===== src/common/coreIsaPkg.sv =====
// Core instruction set definitions
`default_nettype none

package coreIsaPkg;

	// One register value
	typedef logic [31:0] dataWord;

	// Register number, R0 reads as zero
	typedef logic [3:0] regIndex;

	typedef enum logic [3:0]
	{
		NOP  = 4'h0,	// All-zero word
		ADD  = 4'h1,
		SUB  = 4'h2,
		AND  = 4'h3,
		OR   = 4'h4,
		XOR  = 4'h5,
		MOVI = 4'h6,
		ADDI = 4'h7,
		MUL  = 4'h8,
		ST   = 4'h9,
		BRA  = 4'hA,
		BNZ  = 4'hB
	} opcode;

	// Three-register view, Rn = Rm op Ro
	typedef struct packed
	{
		opcode op;
		regIndex rn;
		regIndex rm;
		regIndex ro;
	} regForm;

	// Register plus immediate view
	typedef struct packed
	{
		opcode op;
		regIndex rn;
		logic signed [7:0] imm;
	} immForm;

	// Opcode and rn sit at the same bits in both views
	typedef union packed
	{
		regForm r;
		immForm i;
	} instrWord;

	localparam logic [31:0] instrStep = 32'd2;	// Bytes per instruction

endpackage

`default_nettype wire


===== src/common/corePipePkg.sv =====
// Pipeline stage packets
`default_nettype none

package corePipePkg;

	// IF/ID register
	typedef struct packed
	{
		logic valid;
		logic [31:0] pc;
		coreIsaPkg::instrWord instr;
	} fetchPacket;

	// ID/EX1 register
	typedef struct packed
	{
		logic valid;
		coreIsaPkg::opcode op;
		coreIsaPkg::regIndex rn;	// Destination, or store data source
		coreIsaPkg::dataWord a;
		coreIsaPkg::dataWord b;
		logic [31:0] imm;	// Sign-extended imm8
		logic [31:0] pc;
	} decodedOp;

	// Register file write port
	typedef struct packed
	{
		logic valid;
		coreIsaPkg::regIndex index;
		coreIsaPkg::dataWord data;
	} regWrite;

	// Taken branch from EX1
	typedef struct packed
	{
		logic taken;
		logic [31:0] target;
	} branchRedirect;

	// External store port payload
	typedef struct packed
	{
		logic [31:0] addr;
		coreIsaPkg::dataWord data;
	} storeReq;

endpackage

`default_nettype wire


===== src/hdl/fetch/fetchUnit.sv =====
// Instruction fetch stage
`default_nettype none

module fetchUnit
#(
	parameter logic [31:0] resetVector = 32'h0
)
(
	input wire logic clock,
	input wire logic reset,
	input wire coreIsaPkg::instrWord fetchData,
	input wire logic stall,
	input wire corePipePkg::branchRedirect redirect,
	output logic [31:0] fetchAddr,
	output corePipePkg::fetchPacket packet
);

	logic [31:0] pc;

	assign fetchAddr = pc;

	// PC update, redirect beats stall
	always_ff @(posedge clock)
	begin
		if (reset)
			pc <= resetVector;
		else if (redirect.taken)
			pc <= redirect.target;
		else if (!stall)
			pc <= pc + coreIsaPkg::instrStep;
	end

	// IF/ID register
	always_ff @(posedge clock)
	begin
		if (reset)
		begin
			packet.valid <= 1'b0;
		end
		else if (redirect.taken)
		begin
			packet.valid <= 1'b0;	// Flush the younger fetch
		end
		else if (!stall)
		begin
			packet.valid <= 1'b1;
			packet.pc <= pc;
			packet.instr <= fetchData;
		end
	end

	// Steps and branch targets keep the PC halfword aligned
	pcEven: assert property (@(posedge clock) disable iff (reset) fetchAddr[0] == 1'b0);

endmodule

`default_nettype wire


===== src/hdl/decode/regFile.sv =====
// General register file
`default_nettype none

module regFile
(
	input wire logic clock,
	input wire logic reset,
	input wire coreIsaPkg::regIndex readIndexA,
	input wire coreIsaPkg::regIndex readIndexB,
	output coreIsaPkg::dataWord readA,
	output coreIsaPkg::dataWord readB,
	input wire corePipePkg::regWrite aluWrite,
	input wire corePipePkg::regWrite mulWrite
);

	coreIsaPkg::dataWord regs [16];

	// EX1 result is younger, so it is checked first
	function automatic coreIsaPkg::dataWord readPort(input coreIsaPkg::regIndex idx);
		if (idx == '0)
			return '0;
		else if (aluWrite.valid && aluWrite.index == idx)
			return aluWrite.data;
		else if (mulWrite.valid && mulWrite.index == idx)
			return mulWrite.data;
		else
			return regs[idx];
	endfunction

	assign readA = readPort(readIndexA);
	assign readB = readPort(readIndexB);

	always_ff @(posedge clock)
	begin
		if (reset)
		begin
			for (int i = 0; i < 16; i++)
				regs[i] <= '0;
		end
		else
		begin
			if (mulWrite.valid && mulWrite.index != '0)
				regs[mulWrite.index] <= mulWrite.data;
			if (aluWrite.valid && aluWrite.index != '0)
				regs[aluWrite.index] <= aluWrite.data;	// Wins on same index
		end
	end

	noAluZero: assert property (@(posedge clock) disable iff (reset)
		!(aluWrite.valid && aluWrite.index == '0));
	noMulZero: assert property (@(posedge clock) disable iff (reset)
		!(mulWrite.valid && mulWrite.index == '0));

endmodule

`default_nettype wire


===== src/hdl/decode/decodeUnit.sv =====
// Decode stage with operand read
`default_nettype none

module decodeUnit
(
	input wire logic clock,
	input wire logic reset,
	input wire corePipePkg::fetchPacket packet,
	input wire corePipePkg::branchRedirect redirect,
	input wire corePipePkg::regWrite mulPending,
	input wire corePipePkg::regWrite aluWrite,
	input wire corePipePkg::regWrite mulWrite,
	output logic stall,
	output corePipePkg::decodedOp op
);

	coreIsaPkg::instrWord instr;
	coreIsaPkg::regIndex srcA;
	coreIsaPkg::regIndex srcB;
	coreIsaPkg::regIndex dest;
	logic [31:0] immExt;
	coreIsaPkg::dataWord valA;
	coreIsaPkg::dataWord valB;
	logic hitA;
	logic hitB;

	assign instr = packet.instr;

	// Unused sources stay on R0
	always_comb
	begin
		srcA = '0;
		srcB = '0;
		dest = instr.i.rn;
		immExt = {{24{instr.i.imm[7]}}, instr.i.imm};
		case (instr.r.op)
			coreIsaPkg::ADD, coreIsaPkg::SUB, coreIsaPkg::AND,
			coreIsaPkg::OR, coreIsaPkg::XOR, coreIsaPkg::MUL:
			begin
				srcA = instr.r.rm;
				srcB = instr.r.ro;
			end
			coreIsaPkg::ST:
			begin
				srcA = instr.r.rn;	// Data
				srcB = instr.r.rm;	// Address
			end
			coreIsaPkg::ADDI, coreIsaPkg::BNZ:
				srcA = instr.i.rn;
			default:
				srcA = '0;
		endcase
	end

	regFile regFile_i
	(
		.clock(clock),
		.reset(reset),
		.readIndexA(srcA),
		.readIndexB(srcB),
		.readA(valA),
		.readB(valB),
		.aluWrite(aluWrite),
		.mulWrite(mulWrite)
	);

	// MUL result not ready until EX2
	assign hitA = (srcA == mulPending.index);
	assign hitB = (srcB == mulPending.index);
	assign stall = packet.valid && mulPending.valid && (mulPending.index != '0) &&
		(hitA || hitB);

	always_ff @(posedge clock)
	begin
		if (reset)
			op.valid <= 1'b0;
		else
			op.valid <= packet.valid && !stall && !redirect.taken;	// Bubble on hold or flush
	end

	always_ff @(posedge clock)
	begin
		op.op <= instr.r.op;
		op.rn <= dest;
		op.a <= valA;
		op.b <= valB;
		op.imm <= immExt;
		op.pc <= packet.pc;
	end

	// Only a MUL sitting in EX1 may hold decode
	stallOnMul: assert property (@(posedge clock) disable iff (reset)
		stall |-> (op.valid && op.op == coreIsaPkg::MUL));

endmodule

`default_nettype wire


===== src/hdl/execute/execUnit.sv =====
// Execute stages EX1 and EX2
`default_nettype none

module execUnit
(
	input wire logic clock,
	input wire logic reset,
	input wire corePipePkg::decodedOp op,
	output corePipePkg::branchRedirect redirect,
	output corePipePkg::regWrite aluWrite,
	output corePipePkg::regWrite mulPending,
	output corePipePkg::regWrite mulWrite,
	output logic storeValid,
	output corePipePkg::storeReq store
);

	coreIsaPkg::dataWord aluResult;
	logic aluOp;
	logic isMul;
	logic isStore;
	logic branchTaken;
	logic [31:0] branchTarget;
	coreIsaPkg::dataWord product;
	logic mulValid;
	coreIsaPkg::regIndex mulIndex;
	coreIsaPkg::dataWord mulData;

	// EX1 ALU
	always_comb
	begin
		aluResult = '0;
		aluOp = 1'b1;
		case (op.op)
			coreIsaPkg::ADD:
				aluResult = op.a + op.b;
			coreIsaPkg::SUB:
				aluResult = op.a - op.b;
			coreIsaPkg::AND:
				aluResult = op.a & op.b;
			coreIsaPkg::OR:
				aluResult = op.a | op.b;
			coreIsaPkg::XOR:
				aluResult = op.a ^ op.b;
			coreIsaPkg::MOVI:
				aluResult = op.imm;
			coreIsaPkg::ADDI:
				aluResult = op.a + op.imm;	// a holds Rn
			default:
				aluOp = 1'b0;
		endcase
	end

	// Writes to R0 are dropped here
	assign aluWrite = '{valid: op.valid && aluOp && (op.rn != '0),
		index: op.rn, data: aluResult};

	// Branch resolve, target is pc + 2 + 2 * imm8
	assign branchTarget = op.pc + coreIsaPkg::instrStep + {op.imm[30:0], 1'b0};

	always_comb
	begin
		branchTaken = 1'b0;
		if (op.valid)
		begin
			if (op.op == coreIsaPkg::BRA)
				branchTaken = 1'b1;
			else if (op.op == coreIsaPkg::BNZ)
				branchTaken = (op.a != '0);
		end
	end

	assign redirect = '{taken: branchTaken, target: branchTarget};

	// Multiplier, low halves only
	assign isMul = (op.op == coreIsaPkg::MUL);
	assign product = op.a[15:0] * op.b[15:0];
	assign mulPending = '{valid: op.valid && isMul && (op.rn != '0),
		index: op.rn, data: '0};

	assign isStore = (op.op == coreIsaPkg::ST);

	always_ff @(posedge clock)
	begin
		if (reset)
		begin
			mulValid <= 1'b0;
			storeValid <= 1'b0;
		end
		else
		begin
			mulValid <= mulPending.valid;	// Into EX2
			storeValid <= op.valid && isStore;
		end
	end

	always_ff @(posedge clock)
	begin
		mulIndex <= op.rn;
		mulData <= product;
		store <= '{addr: op.b, data: op.a};	// Rm is address, Rn is data
	end

	// EX2 writeback
	assign mulWrite = '{valid: mulValid, index: mulIndex, data: mulData};

endmodule

`default_nettype wire


===== src/hdl/pipeCore.sv =====
// Four-stage pipeline core
`default_nettype none

module pipeCore
#(
	parameter logic [31:0] resetVector = 32'h0
)
(
	input wire logic clock,
	input wire logic reset,
	input wire coreIsaPkg::instrWord fetchData,
	output logic [31:0] fetchAddr,
	output logic storeValid,
	output corePipePkg::storeReq store
);

	corePipePkg::fetchPacket packet;
	corePipePkg::decodedOp op;
	corePipePkg::branchRedirect redirect;
	corePipePkg::regWrite mulPending;
	corePipePkg::regWrite aluWrite;
	corePipePkg::regWrite mulWrite;
	logic stall;

	fetchUnit
	#(
		.resetVector(resetVector)
	)
	fetchUnit_i
	(
		.clock(clock),
		.reset(reset),
		.fetchData(fetchData),
		.stall(stall),
		.redirect(redirect),
		.fetchAddr(fetchAddr),
		.packet(packet)
	);

	decodeUnit decodeUnit_i
	(
		.clock(clock),
		.reset(reset),
		.packet(packet),
		.redirect(redirect),
		.mulPending(mulPending),
		.aluWrite(aluWrite),
		.mulWrite(mulWrite),
		.stall(stall),
		.op(op)
	);

	execUnit execUnit_i
	(
		.clock(clock),
		.reset(reset),
		.op(op),
		.redirect(redirect),
		.aluWrite(aluWrite),
		.mulPending(mulPending),
		.mulWrite(mulWrite),
		.storeValid(storeValid),
		.store(store)
	);

endmodule

`default_nettype wire


===== config.mk =====
export PLATFORM = sky130hd
export DESIGN_NAME = pipeCore
export DESIGN_NICKNAME = d
export VERILOG_FILES = /design/src/common/coreIsaPkg.sv /design/src/common/corePipePkg.sv /design/src/hdl/fetch/fetchUnit.sv /design/src/hdl/decode/regFile.sv /design/src/hdl/decode/decodeUnit.sv /design/src/hdl/execute/execUnit.sv /design/src/hdl/pipeCore.sv
export SDC_FILE = /design/constraint.sdc
export NUM_CORES = 2
export LEC_CHECK = 0
export BUFFER_PORTS_ARGS = -buffer_cell sky130_fd_sc_hd__buf_2
export CORE_MARGIN = 4
export CORE_UTILIZATION = 30
export DETAILED_ROUTE_END_ITERATION = 7
export PLACE_DENSITY = 0.45
export SETUP_SLACK_MARGIN = 0.5
export SLEW_MARGIN = 20
export SYNTH_ARGS = -nofsm -noshare
export SYNTH_HDL_FRONTEND = slang
export SYNTH_SLANG_ARGS = --single-unit

===== constraint.sdc =====
create_clock -name clock -period 5.75 [get_ports clock]
set_clock_uncertainty 0.15 [all_clocks]
set_input_delay 0.8625 -clock clock [delete_from_list [all_inputs] [get_ports clock]]
set_output_delay 0.8625 -clock clock [all_outputs]
set_load 0.02 [all_outputs]

# After elaboration in Yosys (flattened, before gate mapping)
# Memory sizes are Yosys's and may differ from the RTL's.
# Index checks and enable logic that the tools add are counted.
# Widths: inputs -> output; s select.
# word_totals
mem_bits_rw,512
rom_bits,0
latchBits,0
mem_count,1
reg_bits,296
output_inout_bits,97
# op_classes
n_reduce_logical,31
n_mux,27
n_addsub,6
bitwise,6
n_mul,1
n_eq_ne,27
n_div,0
n_lt_le_gt_ge,0
n_shift,0
# mem_list
memory,depth,word_bits,read_ports,rd_ports_with_merged_regs,wr,line_no,rtl
decodeUnit_i.regFile_i.regs,16,32,2,0,16,regFile.sv:16,coreIsaPkg::dataWord regs [16];
# op_table
cell,n
$mux 32,8
$pmux 32 s7,1
$add 32x32->32,3
$add 32x2->32 const B,2
$reduce_or 32->1,2
$and 32x32->32,1
$mul 16x16->32,1
$or 32x32->32,1
$reduce_bool 32->1,1
$sub 32x32->32,1
$xor 32x32->32,1
$eq 4x3->1 const B,7
$eq 4x4->1 const B,7
$eq 4x4->1,6
$eq 4x2->1 const B,4
$logic_and 1x1->1,16
$pmux 4 s2,2
$mux 1,14
$eq 4x1->1 const B,2
$logic_not 4->1,2
$mux 4,2
$reduce_bool 4->1,2
$reduce_or 7->1,1
$reduce_or 6->1,1
7 further kinds,10

# Depth between registers and ports, before layout
# depth
depth_word,11
depth_mapped,25
mapped_depth_nobuf,24

# Cells and area by module
# From an unflattened synthesis, not the netlist that was laid out.
# hier_totals
cells_unflattened,4895
hier_area_um2,54531.0
# by_module_without_submodules
mod,instances,cells_each,area_per_inst_um2
regFile,1,2397,31462.7
execUnit,1,1992,16615.9
fetchUnit,1,285,3354.5
decodeUnit,1,221,3098.0

# Worst setup path before layout
# Ideal clock, no wire load.
# synth_path
kind,flip-flop to flip-flop
start,"register, netlist name decodeUnit_i.op[68]"
end,register execUnit_i.mulData[31]
t_arrival_ns,5.842
setup_ns,0.120
synth_period_minus_slack_ns,6.112
stages_incl_launch_ff,26
path_buffers,2
setup_slack_ns,-0.362
path_cell_list,dfxtp_1 > buf_2 > inv_1 > clkbuf_1 > nor2_1 > fa_1 > inv_1 > fa_1 > fa_1 > inv_1 > fa_1 > fa_1 > inv_1 > fa_1 > inv_1 > ha_1 > a21o_1 > a21oi_1 > o21bai_1 > a32o_1 > nand4_1 > o2111ai_1 > a31oi_1 > o21ai_0 > a21oi_1 > xnor2_1
# synth_between
elab_chain_len,1
# synth_lines
item,line_no,rtl
$mul 16x16->32,execUnit.sv:76,assign product = op.a[15:0] * op.b[15:0];
via execUnit_i.product[31],execUnit.sv:23,coreIsaPkg::dataWord product;
end signal: assignment,execUnit.sv:99,mulData <= product;
end: declaration,execUnit.sv:26,coreIsaPkg::dataWord mulData;
# The timed path passes the listed nets, and every way through them passes these cells.
# A chain may end at the register's enable or synchronous reset.

# Worst setup path after layout
# layout_path
start,"register, netlist name decodeUnit_i.op[103]"
end,register execUnit_i.mulData[30]
# layout_between
elab_chain_len,1
# layout_lines
item,line_no
$mul 16x16->32,execUnit.sv:76
via execUnit_i.product[30],execUnit.sv:23
# The timed path passes the listed nets, and every way through them passes these cells.

==> results_dict.tcl <==
set metrics [dict create \
    status "finished, violations left" \
    violations "negative setup slack" \
    synth_top_area_share_pct 30.7 \
    synth_edf_count 560 \
    dieArea_um2 189000 \
    wl_um 255000 \
    die_width_um 435 \
    crit_family "adder cells" \
    portBuffers 114 \
    cp_data_required_time_ns 6.22 \
    grt_pass1_wl_um 362000 \
    syn_inst 6390 \
    post-route-util_pct 36.0 \
    pin_count 115 \
    cts-htree-levels 3 \
    crit_type "flop to flop" \
    finalSetupViolations 8 \
    finalCritPeriodShare_pct 103 \
    clk_path_buf_depth 3 \
    synth.area.top_cells "edfxtp_1, dfxtp_1, nand2_1, fa_1, nand3_1" \
    ys.flop_type "edfxtp_1" \
    ant_nets 0 \
    vias_per_cell 5.82 \
    r2r_cells 24 \
    cp_max_fo 6 \
    p_per_area_nw_per_um2 527 \
    setup_tns_ns -0.862 \
    drt_iter0_drc 6138 \
    max_freq_ghz 0.170 \
    synth_cell_types 86 \
    cpMostUsedCell "fa_1" \
    pre_cts_ws_ns -0.345 \
    mostFrequentLayoutCells "nand2_1, nand3_1, edfxtp_1" \
    grt_max_degree 91 \
    p_leak_nw 25.2 \
    dp_hpwl_um 163000 \
    yosys_warnings 0 \
    min_from "fetchData[3]" \
    clkTransAtPathRegs_ns 0.06 \
    fin_crit_ns 5.90 \
    rows 156 \
    root_buffer "clkbuf_16" \
    layout_commonest_cell "nand2_1" \
    avgRoutedWirePerCell_um 28.3 \
    reg2reg_slack_ns -0.15 \
    cts_buffers 98 \
    max_slew_margin_pct 19.0 \
    maxCapViolCount 0 \
    avgSynthCellArea_um2 8.57 \
    rsz0062_at_grt "yes" \
    holdPathEnd "fetchUnit_i.packet[3]$_DFFE_PP_" \
    hold_path.class "primary input to flop" \
    synth.cell_area_um2 54800 \
    drtPass1Iterations 6 \
    die_h_um 435 \
    crit_chain "buf_8 -> clkinv_8 -> nor2_4 -> fa_1 -> inv_2 -> fa_1 -> fa_1 -> inv_1 -> fa_1 -> fa_1 -> inv_2 -> fa_1 -> inv_2 -> ha_4 -> a21o_1 -> a21oi_2 -> buf_4 -> nand2b_4 -> o2111ai_4 -> and3_4 -> o31ai_2 -> nor2b_4 -> o21ai_1 -> xor2_1" \
    cp_num_buf_inv 7 \
    crit_slowest_cell "fa_1" \
    fin_cells 9010 \
    max_slew.worst_pin.slew_ns 1.22 \
    final.fill_count 18500 \
    tritoncts "built" \
    start_kind "flop" \
    layout-drive-gt1-share_pct 15.9 \
    endpoint_kind "flop" \
    place_area_um2 60500 \
    slowest_delay_ns 0.55 \
    setup_ws_ns -0.149 \
    grt_antenna_before_repair 11 \
    hold_viol_final 0 \
    area_growth_pct 19.2 \
    grt.total_usage_pct 25.8 \
    fin_area_um2 65300 \
    nets 7032 \
    rr_startpoint "decodeUnit_i.op[103]$_SDFF_PN0_" \
    gp_congestion 0.919 \
    drv_slew 0 \
    placedCellCount 8755 \
    ir_drop_mv 1.07 \
    p_total_mw 34.4 \
    synth_largest_area_cell "edfxtp_1" \
    core_um2 181000 \
    synth_seq_cells 808 \
    ys_seq_area_share_pct 39.8 \
    cts_sinks 808 \
    holdWs_ns 0.157 \
    holdPathStages 1 \
    arrival_ns 6.37 \
    clock_latency_ns 0.75 \
    grt_overflow_total 0 \
    remaining_drc_errors 0 \
    start_util_pct 30.2 \
    r2r-end "execUnit_i.mulData[30]$_DFF_P_" \
    grt_pass1_vias 50600 \
    ys_async_sr_fraction_pct 0 \
    dr_total_vias 52500 \
]
synth_stat cells (9+ instances only):
library cell	number
dfxtp_1	248
o2111ai_1	18
a311o_1	31
nand2b_1	35
mux2i_1	14
clkinv_1	12
buf_1	71
a311oi_1	184
fa_1	196
nor2b_1	21
xnor2_1	65
o21bai_1	14
a22oi_1	13
and2_1	13
nor3_1	61
a21o_1	41
a211oi_1	149
nand2_1	1268
a31oi_1	57
edfxtp_1	560
nor4_1	29
o211ai_1	31
ha_1	260
nor3b_1	9
buf_2	67
xor2_1	28
and3_1	148
nor2_1	237
a211o_1	11
o311ai_0	11
o21a_1	9
nand3_1	765
clkbuf_1	439
or3_1	24
nand4_1	20
a21oi_1	243
o21ai_2	10
inv_1	318
o21ai_0	537
where the power goes:
group | switching [mW] | internal (mW) | total (mW)
logic | 10.9 | 9.10 | 20.0
clock network | 2.73 | 3.59 | 6.31
registers | 1.16 | 6.88 | 8.04
total | 14.8 | 19.6 | 34.4
registers in the layout (all words and copies together), names as in the netlist:
signal and flops:
execUnit_i.mulValid 1, execUnit_i.mulData 32, execUnit_i.mulIndex 4, fetchUnit_i.packet 49, execUnit_i.storeValid 1, decodeUnit_i.regFile_i.regs 512
fetchUnit_i.fetchAddr 32, execUnit_i.store 64, decodeUnit_i.op 113
worst max path at each step:
stage	from	to	slack (ns)	depth (start not counted)
after global routing	decodeUnit_i.op[69]$_SDFF_PN0_	execUnit_i.mulData[30]$_DFF_P_	-0.31	24
after floorplan	decodeUnit_i.op[68]$_SDFF_PN0_	execUnit_i.mulData[30]$_DFF_P_	0.16	25
after global placement	decodeUnit_i.op[72]$_SDFF_PN0_	execUnit_i.mulData[30]$_DFF_P_	-0.28	22
final	decodeUnit_i.op[103]$_SDFF_PN0_	execUnit_i.mulData[30]$_DFF_P_	-0.15	24
after detailed placement	decodeUnit_i.op[73]$_SDFF_PN0_	execUnit_i.mulData[30]$_DFF_P_	-0.34	22
after CTS	decodeUnit_i.op[72]$_SDFF_PN0_	execUnit_i.mulData[30]$_DFF_P_	-0.23	22
cell families after synthesis:
group / synth area share, %
adders and majority gates: 13.1
buffers and inverters: 6.41
xor gates and xnor gates: 1.49
DFF: 39.8
AOI/OAI and AO/OA: 16.9
and+or+nand+nor: 21.9
other: 0.00685
muxes: 0.379
cell type report:
cell class / count / area (um2) / area share [%]
Clock inverter: 31 / 305 / 0.468
Timing Repair Buffer: 617 / 5280 / 8.08
Sequential cell: 808 / 21900 / 33.5
Inverter: 330 / 1270 / 1.95
Multi-Input combinational cell: 4703 / 30800 / 47.1
Clock buffer: 148 / 2840 / 4.34
Tap cell: 2370 / 2970 / 4.54
Antenna cell: 3 / 7.51 / 0.0115
what timing repair did:
item | 4_1_cts | 5_1_grt
pin swaps | 42 | 70
endpoints found under the setup margin | 156 | 197
hold buffers | 0 | 0
cloned | 0 | 3
gates resized for setup | 137 | 146
buffers inserted | 41 | 29
layer usage:
layer	up-vias	part of all wire (%)	GRT usage [%]
met4	2	5.2	11.5
li1	23100	-	-
met2	2823	45	41.1
met1	25900	41	34.4
met5	-	0.0051	0
met3	633	8.5	4.27
worst register-to-register path, stage by stage, from the launching register on:
cell and delay [ns]:
dfxtp_2 0.34, buf_8 0.15, clkinv_8 0.06, nor2_4 0.03
fa_1 0.55, inv_2 0.05, fa_1 0.46, fa_1 0.51
inv_1 0.05, fa_1 0.44, fa_1 0.50, inv_2 0.04
fa_1 0.49, inv_2 0.05, ha_4 0.20, a21o_1 0.16
a21oi_2 0.18, buf_4 0.14, nand2b_4 0.13, o2111ai_4 0.17
and3_4 0.25, o31ai_2 0.23, nor2b_4 0.20, o21ai_1 0.09
xor2_1 0.15
Power figures use the tool's default switching activity.
